File: src/ccu_pkg.sv
// Shared sizes, config word layout and enums; NUM_PE must stay a power of two for res_sel
`default_nettype none

package ccu_pkg;

    // ================================================
    // Array and datapath sizes
    // ================================================
    localparam int NUM_PE         = 4;
    localparam int PE_IDX_W       = 2;
    localparam int DATA_W         = 16;
    localparam int CFG_W          = 16;
    localparam int LEN_W          = 8;

    // FIFO depth of 8 words
    localparam int FIFO_DEPTH_LOG = 3;
    localparam int FIFO_DEPTH     = 1 << FIFO_DEPTH_LOG;

    // ================================================
    // Config word layout
    // ================================================
    // Target PE index
    localparam int CFG_IDX_MSB    = 15;
    localparam int CFG_IDX_LSB    = 14;
    // Opcode field
    localparam int CFG_OP_MSB     = 13;
    localparam int CFG_OP_LSB     = 12;
    // Sample count, bits 11..8 unused
    localparam int CFG_LEN_MSB    = 7;
    localparam int CFG_LEN_LSB    = 0;

    // PE fold operations
    typedef enum logic [1:0] {
        OP_ADD = 2'b00,
        OP_SUB = 2'b01,
        OP_MAX = 2'b10,
        OP_XOR = 2'b11
    } pe_op_e;

    // Control unit phases
    typedef enum logic [1:0] {
        CCU_IDLE = 2'b00,
        CCU_CFG  = 2'b01,
        CCU_CMP  = 2'b10
    } ccu_state_e;

endpackage

`default_nettype wire

File: src/cfg_fifo.sv
// Single-clock FIFO; push while full and pop while empty are dropped, data_out valid after pop
`timescale 1ns/1ps
`default_nettype none

module cfg_fifo (
    input  wire                         clk,
    input  wire                         rst_n,
    input  wire                         push,
    input  wire                         pop,
    input  wire  [ccu_pkg::CFG_W-1:0]   data_in,
    output logic [ccu_pkg::CFG_W-1:0]   data_out,
    output logic                        empty,
    output logic                        full
);

    // Extra MSB on pointers tells full from empty
    logic [ccu_pkg::FIFO_DEPTH_LOG:0]   wr_ptr;
    logic [ccu_pkg::FIFO_DEPTH_LOG:0]   rd_ptr;
    logic [ccu_pkg::CFG_W-1:0]          mem [ccu_pkg::FIFO_DEPTH];
    logic                               do_push;
    logic                               do_pop;

    // Qualified strobes
    assign do_push = push && !full;
    assign do_pop  = pop && !empty;

    // Same address, MSB differs when wrapped
    assign empty = (wr_ptr == rd_ptr);
    assign full  = (wr_ptr[ccu_pkg::FIFO_DEPTH_LOG] != rd_ptr[ccu_pkg::FIFO_DEPTH_LOG]) &&
                   (wr_ptr[ccu_pkg::FIFO_DEPTH_LOG-1:0] == rd_ptr[ccu_pkg::FIFO_DEPTH_LOG-1:0]);

    // ================================================
    // Pointers
    // ================================================
    always_ff @(posedge clk or negedge rst_n) begin
        if (!rst_n) begin
            wr_ptr <= '0;
            rd_ptr <= '0;
        end else begin
            if (do_push) begin
                wr_ptr <= wr_ptr + 1'b1;
            end
            if (do_pop) begin
                rd_ptr <= rd_ptr + 1'b1;
            end
        end
    end

    // ================================================
    // Storage and read register
    // ================================================
    always_ff @(posedge clk) begin
        if (do_push) begin
            mem[wr_ptr[ccu_pkg::FIFO_DEPTH_LOG-1:0]] <= data_in;
        end
        // Word lands one cycle after pop
        if (do_pop) begin
            data_out <= mem[rd_ptr[ccu_pkg::FIFO_DEPTH_LOG-1:0]];
        end
    end

endmodule

`default_nettype wire

File: src/ccu.sv
// Control FSM; start only taken in IDLE, CFG drains the whole FIFO before compute begins
`timescale 1ns/1ps
`default_nettype none

module ccu (
    input  wire                         clk,
    input  wire                         rst_n,
    input  wire                         start,
    input  wire                         fifo_empty,
    input  wire  [ccu_pkg::NUM_PE-1:0]  pe_finished,
    output logic                        fifo_pop,
    output logic                        cfg_wr,
    output logic                        cfg_clr,
    output logic                        cmp_start,
    output logic                        busy,
    output logic                        done
);

    ccu_pkg::ccu_state_e state;
    ccu_pkg::ccu_state_e state_nxt;
    logic                all_finished;

    assign all_finished = &pe_finished;

    // ================================================
    // Phase strobes
    // ================================================
    // Wipe old config as the run is accepted
    assign cfg_clr   = (state == ccu_pkg::CCU_IDLE) && start;

    // One word per cycle while anything is queued
    assign fifo_pop  = (state == ccu_pkg::CCU_CFG) && !fifo_empty;

    // Last CFG cycle, FIFO dry and last word already written
    // PEs clear on the edge into CMP
    assign cmp_start = (state == ccu_pkg::CCU_CFG) && fifo_empty && !cfg_wr;

    // High through CFG and CMP
    assign busy      = (state != ccu_pkg::CCU_IDLE);

    // ================================================
    // Next state
    // ================================================
    always_comb begin
        state_nxt = state;
        case (state)
            ccu_pkg::CCU_IDLE: begin
                if (start) begin
                    state_nxt = ccu_pkg::CCU_CFG;
                end
            end
            ccu_pkg::CCU_CFG: begin
                if (cmp_start) begin
                    state_nxt = ccu_pkg::CCU_CMP;
                end
            end
            ccu_pkg::CCU_CMP: begin
                // Every PE has folded its share
                if (all_finished) begin
                    state_nxt = ccu_pkg::CCU_IDLE;
                end
            end
            default: begin
                state_nxt = ccu_pkg::CCU_IDLE;
            end
        endcase
    end

    // ================================================
    // State and registered strobes
    // ================================================
    always_ff @(posedge clk or negedge rst_n) begin
        if (!rst_n) begin
            state  <= ccu_pkg::CCU_IDLE;
            cfg_wr <= 1'b0;
            done   <= 1'b0;
        end else begin
            state  <= state_nxt;
            // Write follows pop by one cycle, matches FIFO read latency
            cfg_wr <= fifo_pop;
            // Single pulse, same cycle busy drops
            done   <= (state == ccu_pkg::CCU_CMP) && all_finished;
        end
    end

endmodule

`default_nettype wire

File: src/pe_cfg_regs.sv
// Per-PE opcode and length bank; a later word for the same PE overwrites, clear has priority
`timescale 1ns/1ps
`default_nettype none

module pe_cfg_regs (
    input  wire                         clk,
    input  wire                         rst_n,
    input  wire                         cfg_clr,
    input  wire                         cfg_wr,
    input  wire  [ccu_pkg::CFG_W-1:0]   cfg_word,
    output ccu_pkg::pe_op_e             pe_op [ccu_pkg::NUM_PE],
    output logic [ccu_pkg::LEN_W-1:0]   pe_len [ccu_pkg::NUM_PE]
);

    // ================================================
    // Field decode
    // ================================================
    logic [ccu_pkg::PE_IDX_W-1:0]   wr_idx;
    ccu_pkg::pe_op_e                wr_op;
    logic [ccu_pkg::LEN_W-1:0]      wr_len;

    assign wr_idx = cfg_word[ccu_pkg::CFG_IDX_MSB:ccu_pkg::CFG_IDX_LSB];
    assign wr_op  = ccu_pkg::pe_op_e'(cfg_word[ccu_pkg::CFG_OP_MSB:ccu_pkg::CFG_OP_LSB]);
    assign wr_len = cfg_word[ccu_pkg::CFG_LEN_MSB:ccu_pkg::CFG_LEN_LSB];

    // ================================================
    // Register bank
    // ================================================
    always_ff @(posedge clk or negedge rst_n) begin
        if (!rst_n) begin
            for (int i = 0; i < ccu_pkg::NUM_PE; i++) begin
                pe_op[i]  <= ccu_pkg::OP_ADD;
                pe_len[i] <= '0;
            end
        end else if (cfg_clr) begin
            // Zero length so unconfigured PEs finish at once with 0
            for (int i = 0; i < ccu_pkg::NUM_PE; i++) begin
                pe_op[i]  <= ccu_pkg::OP_ADD;
                pe_len[i] <= '0;
            end
        end else if (cfg_wr) begin
            // Only the addressed PE is touched
            for (int i = 0; i < ccu_pkg::NUM_PE; i++) begin
                if (wr_idx == ccu_pkg::PE_IDX_W'(i)) begin
                    pe_op[i]  <= wr_op;
                    pe_len[i] <= wr_len;
                end
            end
        end
    end

endmodule

`default_nettype wire

File: src/pe_block.sv
// One PE; op and len must stay steady during compute, samples ignored once finished
`timescale 1ns/1ps
`default_nettype none

module pe_block (
    input  wire                         clk,
    input  wire                         rst_n,
    input  wire                         cmp_start,
    input  wire                         smp_val,
    input  wire  [ccu_pkg::DATA_W-1:0]  smp_data,
    input  ccu_pkg::pe_op_e             op,
    input  wire  [ccu_pkg::LEN_W-1:0]   len,
    output logic [ccu_pkg::DATA_W-1:0]  acc,
    output logic                        finished
);

    logic [ccu_pkg::LEN_W-1:0]  cnt;
    logic [ccu_pkg::LEN_W-1:0]  cnt_nxt;
    logic [ccu_pkg::DATA_W-1:0] acc_nxt;
    logic                       take;

    // Sample consumed only while still counting
    assign take    = smp_val && !finished;
    assign cnt_nxt = cnt + 1'b1;

    // ================================================
    // Fold operation
    // ================================================
    always_comb begin
        acc_nxt = acc;
        case (op)
            // Wraps modulo 2^DATA_W
            ccu_pkg::OP_ADD: acc_nxt = acc + smp_data;
            // Accumulator minus sample, wraps too
            ccu_pkg::OP_SUB: acc_nxt = acc - smp_data;
            // Unsigned compare
            ccu_pkg::OP_MAX: acc_nxt = (smp_data > acc) ? smp_data : acc;
            ccu_pkg::OP_XOR: acc_nxt = acc ^ smp_data;
        endcase
    end

    // ================================================
    // Counter, accumulator, finished flag
    // ================================================
    always_ff @(posedge clk or negedge rst_n) begin
        if (!rst_n) begin
            // Idle PEs sit finished so stray samples are dropped
            cnt      <= '0;
            acc      <= '0;
            finished <= 1'b1;
        end else if (cmp_start) begin
            cnt      <= '0;
            acc      <= '0;
            // Zero length finishes straight away
            finished <= (len == '0);
        end else if (take) begin
            cnt <= cnt_nxt;
            acc <= acc_nxt;
            // Flag visible the cycle after the last sample
            if (cnt_nxt == len) begin
                finished <= 1'b1;
            end
        end
    end

endmodule

`default_nettype wire

File: src/pe_array_top.sv
// Top level; res_data valid after done until the next start, pushes in CFG drain in that run
`timescale 1ns/1ps
`default_nettype none

module pe_array_top (
    input  wire                             clk,
    input  wire                             rst_n,
    input  wire                             cfg_push,
    input  wire  [ccu_pkg::CFG_W-1:0]       cfg_data,
    output logic                            cfg_full,
    input  wire                             start,
    input  wire                             smp_val,
    input  wire  [ccu_pkg::DATA_W-1:0]      smp_data,
    output logic                            busy,
    output logic                            done,
    input  wire  [ccu_pkg::PE_IDX_W-1:0]    res_sel,
    output logic [ccu_pkg::DATA_W-1:0]      res_data
);

    // ================================================
    // Internal nets
    // ================================================
    logic                           fifo_pop;
    logic                           cfg_empty;
    logic [ccu_pkg::CFG_W-1:0]      fifo_dout;
    logic                           cfg_wr;
    logic                           cfg_clr;
    logic                           cmp_start;
    logic [ccu_pkg::NUM_PE-1:0]     pe_finished;
    ccu_pkg::pe_op_e                pe_op [ccu_pkg::NUM_PE];
    logic [ccu_pkg::LEN_W-1:0]      pe_len [ccu_pkg::NUM_PE];
    logic [ccu_pkg::DATA_W-1:0]     pe_acc [ccu_pkg::NUM_PE];

    // Host config queue
    cfg_fifo cfg_fifo_i (
        .clk      (clk),
        .rst_n    (rst_n),
        .push     (cfg_push),
        .pop      (fifo_pop),
        .data_in  (cfg_data),
        .data_out (fifo_dout),
        .empty    (cfg_empty),
        .full     (cfg_full)
    );

    // Phase control
    ccu ccu_i (
        .clk         (clk),
        .rst_n       (rst_n),
        .start       (start),
        .fifo_empty  (cfg_empty),
        .pe_finished (pe_finished),
        .fifo_pop    (fifo_pop),
        .cfg_wr      (cfg_wr),
        .cfg_clr     (cfg_clr),
        .cmp_start   (cmp_start),
        .busy        (busy),
        .done        (done)
    );

    // FIFO word lands here with cfg_wr
    pe_cfg_regs pe_cfg_regs_i (
        .clk      (clk),
        .rst_n    (rst_n),
        .cfg_clr  (cfg_clr),
        .cfg_wr   (cfg_wr),
        .cfg_word (fifo_dout),
        .pe_op    (pe_op),
        .pe_len   (pe_len)
    );

    // ================================================
    // PE array, samples broadcast to all
    // ================================================
    for (genvar g = 0; g < ccu_pkg::NUM_PE; g++) begin : g_pe
        pe_block pe_block_i (
            .clk       (clk),
            .rst_n     (rst_n),
            .cmp_start (cmp_start),
            .smp_val   (smp_val),
            .smp_data  (smp_data),
            .op        (pe_op[g]),
            .len       (pe_len[g]),
            .acc       (pe_acc[g]),
            .finished  (pe_finished[g])
        );
    end

    // Result readback, purely combinational
    assign res_data = pe_acc[res_sel];

endmodule

`default_nettype wire

File: config.mk
export PLATFORM = sky130hd
export DESIGN_NAME = pe_array_top
export DESIGN_NICKNAME = d
export VERILOG_FILES = /design/src/ccu_pkg.sv /design/src/cfg_fifo.sv /design/src/ccu.sv /design/src/pe_cfg_regs.sv /design/src/pe_block.sv /design/src/pe_array_top.sv
export SDC_FILE = /design/constraint.sdc
export NUM_CORES = 1
export LEC_CHECK = 0
export ABC_CLOCK_PERIOD_IN_PS = 3530
export BUFFER_PORTS_ARGS = -buffer_cell sky130_fd_sc_hd__buf_2
export CORE_MARGIN = 4
export CORE_UTILIZATION = 45
export DETAILED_ROUTE_END_ITERATION = 8
export GPL_TIMING_DRIVEN = 0
export SYNTH_ARGS = -nofsm -noshare
export SYNTH_HDL_FRONTEND = slang
export SYNTH_SLANG_ARGS = --single-unit
export TNS_END_PERCENT = 100
File: constraint.sdc
create_clock -name clk -period 3.53 [get_ports clk]
set_input_delay 0 -clock clk [delete_from_list [all_inputs] [get_ports clk]]
set_output_delay 0 -clock clk [all_outputs]
set_load 0.05 [all_outputs]
==> qor.yml, run 1 <==
syn-num-nets: 2198
overflow: 0
vdd_drop_max_v: 0.000551
tritoncts: "yes"
max_freq_mhz: 291
worst_pin_slew_ps: 1290
die_x_um: 213
final_core_util_pct: 51.6
first_pass_iters: 9
synthesis.instances: 2017
sequentialPowerShare_pct: 26.3
syn_area_sq_um: 19000
synthDistinctLibCells: 84
drtAntennaViolNets: 0
async_reset_ff_share_pct: 58.5
drive_gt1_share_pct: 10.8
min_from: "smp_data[7]"
fin_skew_ps: 11.4
rows: 74
htreeDepth: 1
ys_ff_latch: 260
relSlewSlack_pct: 13.8
p_per_area_nw_per_um2: 988
switching_share_pct: 48.0
critPathBufInv: 2
crit_fanout: 10
syn_area_per_cell_sq_um: 9.41
worstSkewPairLatency_ps: 580
vias_per_cell: 6.19
drtIter0Drc: 1492
yosysWarningCount: 0
drc: 0
period_needed_ps: 3440
rsz0062_at_grt: "true"
drt-total-wl_um: 64000
synthTopCellsByCount: "nor2_1, nand2_1, a21oi_1, dfrtp_1, ha_1"
hpwlAfterDp_um: 46300
regToRegStartpoint: "g_pe[3].pe_block_i.acc[2]"
cp.required_ps: 4020
status: "complete, no violations"
final_cells: 2682
hold_path_end: "g_pe[2].pe_block_i.acc[7]"
cp_cell_sequence: "ha_1, buf_2, nor2b_1, o2111a_1, o31a_1, a2111oi_2, nor3_2, a41oi_4, buf_6, nand4_1, a21oi_1"
setup_slack_ps: 93.4
synth_top_area_share_pct: 19.5
max_stage_delay_ps: 500
post-route-period-util_pct: 97.4
antenna_found_initial: 0
synth_most_common_cell: "nor2_1"
cts_inserted_buffers: 29
dp.cells: 2602
grt_max_degree: 102
synth_largest_area_cell: "dfrtp_1"
worst_path_max_delay_cell: "a41oi_4"
grtUsageTotal_pct: 27.9
power.switching_mw: 10.1
path_delay_family: "compound AO/OA/AOI/OAI gates"
ys_top_cells_by_area: "dfrtp_1, edfxtp_1, ha_1"
reg2reg_slack_ps: 90
io_pins: 58
maxCapViolCount: 0
r2r_cells: 11
r2r_end: "g_pe[3].pe_block_i.acc[10]"
dpl_worst_slack_ps: -413
synth-edff-count: 108
hold_path_class: "primary input to flop"
die-height_um: 213
p_clk_share_pct: 15.3
leakagePower_nw: 8.63
gp_congestion: 0.945
layout.nets: 2308
cts_buffer_depth: 3
hold_depth: 3
cts_root_buf: "clkbuf_16"
grt_pass1_vias: 16000
internal_power_mw: 11.0
wl_met1_um: 27500
cp_data_arrival_time_ps: 3930
clock_sinks: 260
synth_flop_cell: "dfrtp_1"
slew_violations: 0
routedWlPerCell_um: 23.9
grt_pass1_wl_um: 97300
start_kind: "flop"
ys_seq_area_share_pct: 37.1
area_growth_pct: 12.2
diodes: 0
setup.worst_path.end_class: "flop"
core_sq_um: 41300
criticalPathCategory: "flop to flop"
hold_viol: 0
vias: 16600
clk_pin_slew_worst_paths_ps: 60
met2WireLength_um: 28800
setup_viol: 0
io_buffer_count: 50
dieArea_sq_um: 45500
initial_core_util_pct: 46.0
met3_length_um: 4780
highest_layer: "met4"
combinationalPowerShare_pct: 58.3
[worst max-delay path by stage]
stage                               from                          to  cells after the start
6_report       g_pe[3].pe_block_i.acc[2]  g_pe[3].pe_block_i.acc[10]                     11
5_1_grt                      smp_data[3]   g_pe[2].pe_block_i.acc[8]                     14
4_1_cts                      smp_data[9]  g_pe[3].pe_block_i.acc[10]                     13
3_5_place_dp                 smp_data[1]   g_pe[1].pe_block_i.acc[7]                     10
3_3_place_gp                 smp_data[2]   g_pe[1].pe_block_i.acc[7]                     11
2_1_floorplan  g_pe[3].pe_block_i.acc[2]   g_pe[3].pe_block_i.acc[7]                     11
[layout make-up]
type,count,area (sq um)
clock inverters,17,236
repair buffers,80,588
inverters,89,338
well taps,532,666
plain buffers,119,490
clock buffers,37,776
multi-input cells,1548,11200
fillers,3892,20000
flip-flops and latches,260,7050
[cell families (layout without fill, tap and decap cells)]
| group | Yosys count | after routing | synth area share, % |
|---|---|---|---|
| compound gates | 557 | 557 | 19.9 |
| flops | 260 | 260 | 37.1 |
| xor+xnor | 87 | 87 | 4.01 |
| mux | 110 | 110 | 8.83 |
| simple gates | 652 | 652 | 16.1 |
| fa+ha+maj | 142 | 142 | 9.68 |
| buf+inv | 209 | 342 | 4.32 |
[registers in the layout (all words and copies together), names as in the netlist]
signal	count
cfg_fifo_i.mem	96
g_pe.pe_block_i.acc	64
g_pe.pe_block_i.cnt	32
pe_cfg_regs_i.pe_len	32
cfg_fifo_i.data_out	12
pe_cfg_regs_i.pe_op	8
cfg_fifo_i.rd_ptr	4
cfg_fifo_i.wr_ptr	4
g_pe.pe_block_i.finished	4
ccu_i.state	2
ccu_i.cfg_wr	1
ccu_i.done	1
[placed cells by master, fill, tap and decap left out, types with 54 or more instances in the layout]
master    synthesis  final
a21oi_1         163    162
ha_1            134    134
o21ai_0          93     92
buf_2             6     54
nand2_1         170    170
edfxtp_1        108    108
inv_1            88     87
nor2_1          205    203
dfrtp_1         148    146
clkbuf_1         94     96
nor3_1           60     57
[worst register-to-register path, delay by kind of cell, from the launching register on]
| kind | cells | cell delay [ps] |
|---|---|---|
| and+or+nand+nor | 3 | 440 |
| AOI/OAI and AO/OA | 5 | 1740 |
| buffers and inverters | 2 | 420 |
| adders and majority gates | 1 | 300 |
| DFF | 1 | 460 |
[per-stage QoR]
| stage | power, mW | hold slack (ps) | TNS, ps | area (sq um) |
|---|---|---|---|---|
| 6_report | 21.0 | 35.9 | 0 | 21300 |
| 5_1_grt | 22.5 | 30.7 | -13.7 | 21300 |
| 4_1_cts | 20.8 | 2.12 | 0 | 21300 |
| 3_5_place_dp | 17.5 | -59.2 | -3920 | 20000 |
| 3_3_place_gp | 17.3 | 268 | -9630 | 19900 |
| 2_1_floorplan | 14.1 | -296 | 0 | 19000 |
[power groups by stage]
stage	Clock [mW]	Combinational (mW)	Sequential, mW
after floorplan	0	9.11	4.96
after global placement	0	11.8	5.53
after detailed placement	0	11.9	5.56
after CTS	3.27	12.0	5.51
after global routing	3.39	13.5	5.62
final	3.22	12.3	5.54
[layer usage]
layer	vias to the layer above	global-route usage (%)
li1	7692	-
met1	8073	39.1
met2	707	44.7
met3	121	3.89
met4	0	10.2
met5	-	0
[what timing repair did]
action / CTS / global route
pin swaps: 2 / 2
resized for setup: 3 / 18
hold buffers: 23 / 0
buffers inserted: 2 / 2
gates cloned: 0 / 0
hold endpoints to repair: 260 / 0
setup endpoints to repair: 20 / 74
No activity file was read; power rests on OpenSTA's default activity.
==> inputs of run 2 (changes only) <==
ABC_CLOCK_PERIOD_IN_PS = 2900   (was 3530)
CORE_UTILIZATION = 43   (was 45)
clock period = 2.9 ns   (was 3.53 ns; I/O delays follow)
==> run 2 against run 1 <==
  * The run now ends with hold timing, setup timing left
  * Combinational power up 37%
  * Wire length up 4.8%
  * Largest power group unchanged
  * Sequential power up 21%
  * Largest cell class unchanged
  * Flip-flop and latch count unchanged
==> qor.yml, run 2 (synthesis gave the netlist of run 1 again) <==
clock_sinks: 260  # unchanged
vias_per_cell: 6.17  # -0.24%
post-route-period-util_pct: 103  # +5.7 points
cp.required_ps: 3420  # -600 ps
fin_skew_ps: 39.0  # +27.6 ps
dieArea_sq_um: 47600  # +4.5%
r2r_cells: 10  # -1
slew_violations: 0  # unchanged
initial_core_util_pct: 43.8  # -2.2 points
worstSkewPairLatency_ps: 600  # +20 ps
cts_root_buf: "clkbuf_16"
final_common_cell: "nor2_1"
relSlewSlack_pct: 38.0  # +24 points
gp_congestion: 0.965  # +2.1%
antenna_found_initial: 1  # +1
criticalPathCategory: "flop to flop"
cts_buffer_depth: 3  # unchanged
setup.worst_path.end_class: "flop"
final_core_util_pct: 51.9  # +0.31 points
core_sq_um: 43400  # +5.0%
whs_ps: -23.9  # -59.8 ps
first_pass_iters: 5  # -4
vdd_drop_max_v: 0.000567  # +2.9%
setup_slack_ps: -89.9  # -183 ps
io_buffer_count: 50  # unchanged
dpl_worst_slack_ps: -951  # -538 ps
die-height_um: 218  # +2.2%
mostFrequentLayoutCells: "nor2_1, nand2_1, a21oi_1"
layout.nets: 2346  # +1.6%
leakagePower_nw: 9.01  # +4.4%
drive_gt1_share_pct: 18.2  # +7.4 points
status: "finished with violations"
drt-total-wl_um: 67100  # +4.8%
maxCapViolCount: 0  # unchanged
area_growth_pct: 18.5
hpwlAfterDp_um: 46800  # +1.0%
io_pins: 58  # unchanged
worst_pin_slew_ps: 929  # -359 ps
drtIter0Drc: 1711  # +15%
drtAntennaViolNets: 0  # unchanged
max_freq_mhz: 334  # +15%
overflow: 0  # unchanged
hold_path_class: "primary input to asynchronous set/reset pin"
drc: 0  # unchanged
tritoncts: "yes"
setup_viol: 16  # +16
start_kind: "flop"
crit_fanout: 9  # -1
grt_pass1_wl_um: 101000  # +4.2%
cts_inserted_buffers: 30  # +3.4%
grt_pass1_vias: 16800  # +4.6%
vias: 17100  # +3.2%
die_x_um: 218  # +2.2%
fill_cells: 4036  # +3.7%
rsz0062_at_grt: "true"
grtUsageTotal_pct: 27.6  # -0.36 points
largest_reg_flops: 96  # unchanged
p_per_area_nw_per_um2: 1210  # +23%
violations: "hold timing, setup timing"
htreeDepth: 1  # unchanged
clk_pin_slew_worst_paths_ps: 70  # about the same
rows: 76  # +2.7%
fin_tns_setup_ps: -583  # -583 ps
period_needed_ps: 2990  # -447 ps
routedWlPerCell_um: 24.2  # +1.3%
cp_data_arrival_time_ps: 3510  # -420 ps
hold_viol: 1  # +1
grt_max_degree: 80  # -22%
-- run 2: critical path: stages (launching register included) --
cell and delay [ps]:
dfrtp_1 500, ha_1 450, o2111a_1 220, o31a_1 380
a2111oi_4 390, nor3_2 110, a41oi_4 250, buf_12 160
buf_8 130, nand4_1 150, a21oi_2 150
-- run 2: cell type report --
| cell class | instances | area [sq um] | share of cell area (%) |
|---|---|---|---|
| buffer | 105 | 528 | 2.35 |
| antenna | 1 | 2.50 | 0.0111 |
| clock buffer | 38 | 791 | 3.51 |
| tap | 585 | 732 | 3.25 |
| inverter | 89 | 340 | 1.51 |
| multi-input combinational | 1548 | 11800 | 52.5 |
| sequential | 260 | 7060 | 31.4 |
| timing repair buffer | 131 | 1060 | 4.69 |
| clock inverter | 18 | 173 | 0.767 |
-- run 2: what timing repair did --
item	CTS	global route
endpoints found under the hold margin	263	0
buffers inserted	22	22
cloned	4	3
resized for setup	127	108
hold buffers	25	0
setup endpoints to repair	186	88
pin swaps	31	43
-- run 2: final timing paths --
check | startpoint | endpoint | slack, ps
setup reg to reg | g_pe[3].pe_block_i.acc[5] | g_pe[3].pe_block_i.acc[10] | -90
setup / recovery | g_pe[3].pe_block_i.acc[5] | g_pe[3].pe_block_i.acc[10] | -90
hold / removal | rst_n | g_pe[1].pe_block_i.acc[10] | -20
min in group clk | smp_data[3] | g_pe[2].pe_block_i.acc[3] | 80
max in group asynchronous | rst_n | g_pe[0].pe_block_i.acc[13] | 1930
hold reg to reg | ccu_i.state[0] | ccu_i.done | 480
-- run 2: report_power, final --
group | leakage, nW | internal, mW | total (mW) | switching, mW
Sequential | 2.85 | 5.16 | 6.73 | 1.57
Combinational | 5.69 | 6.88 | 16.8 | 9.90
Clock | 0.475 | 2.12 | 3.76 | 1.64
Total | 9.01 | 14.2 | 27.3 | 13.1
-- run 2: layer usage --
layer / global-route usage (%) / wire (um)
met5: 0 / 0
met4: 14.5 / 4160
met3: 4.98 / 5810
met2: 43.6 / 29900
met1: 36.2 / 27300
-- run 2: per-stage QoR --
step | instance area [sq um] | instances | power (mW)
floorplan | 19000 | 2017 | 17.1
global placement | 20000 | 2652 | 21.0
detailed placement | 20100 | 2657 | 21.3
CTS | 21900 | 2758 | 26.0
global route | 22500 | 2774 | 29.0
finish | 22500 | 2775 | 27.3
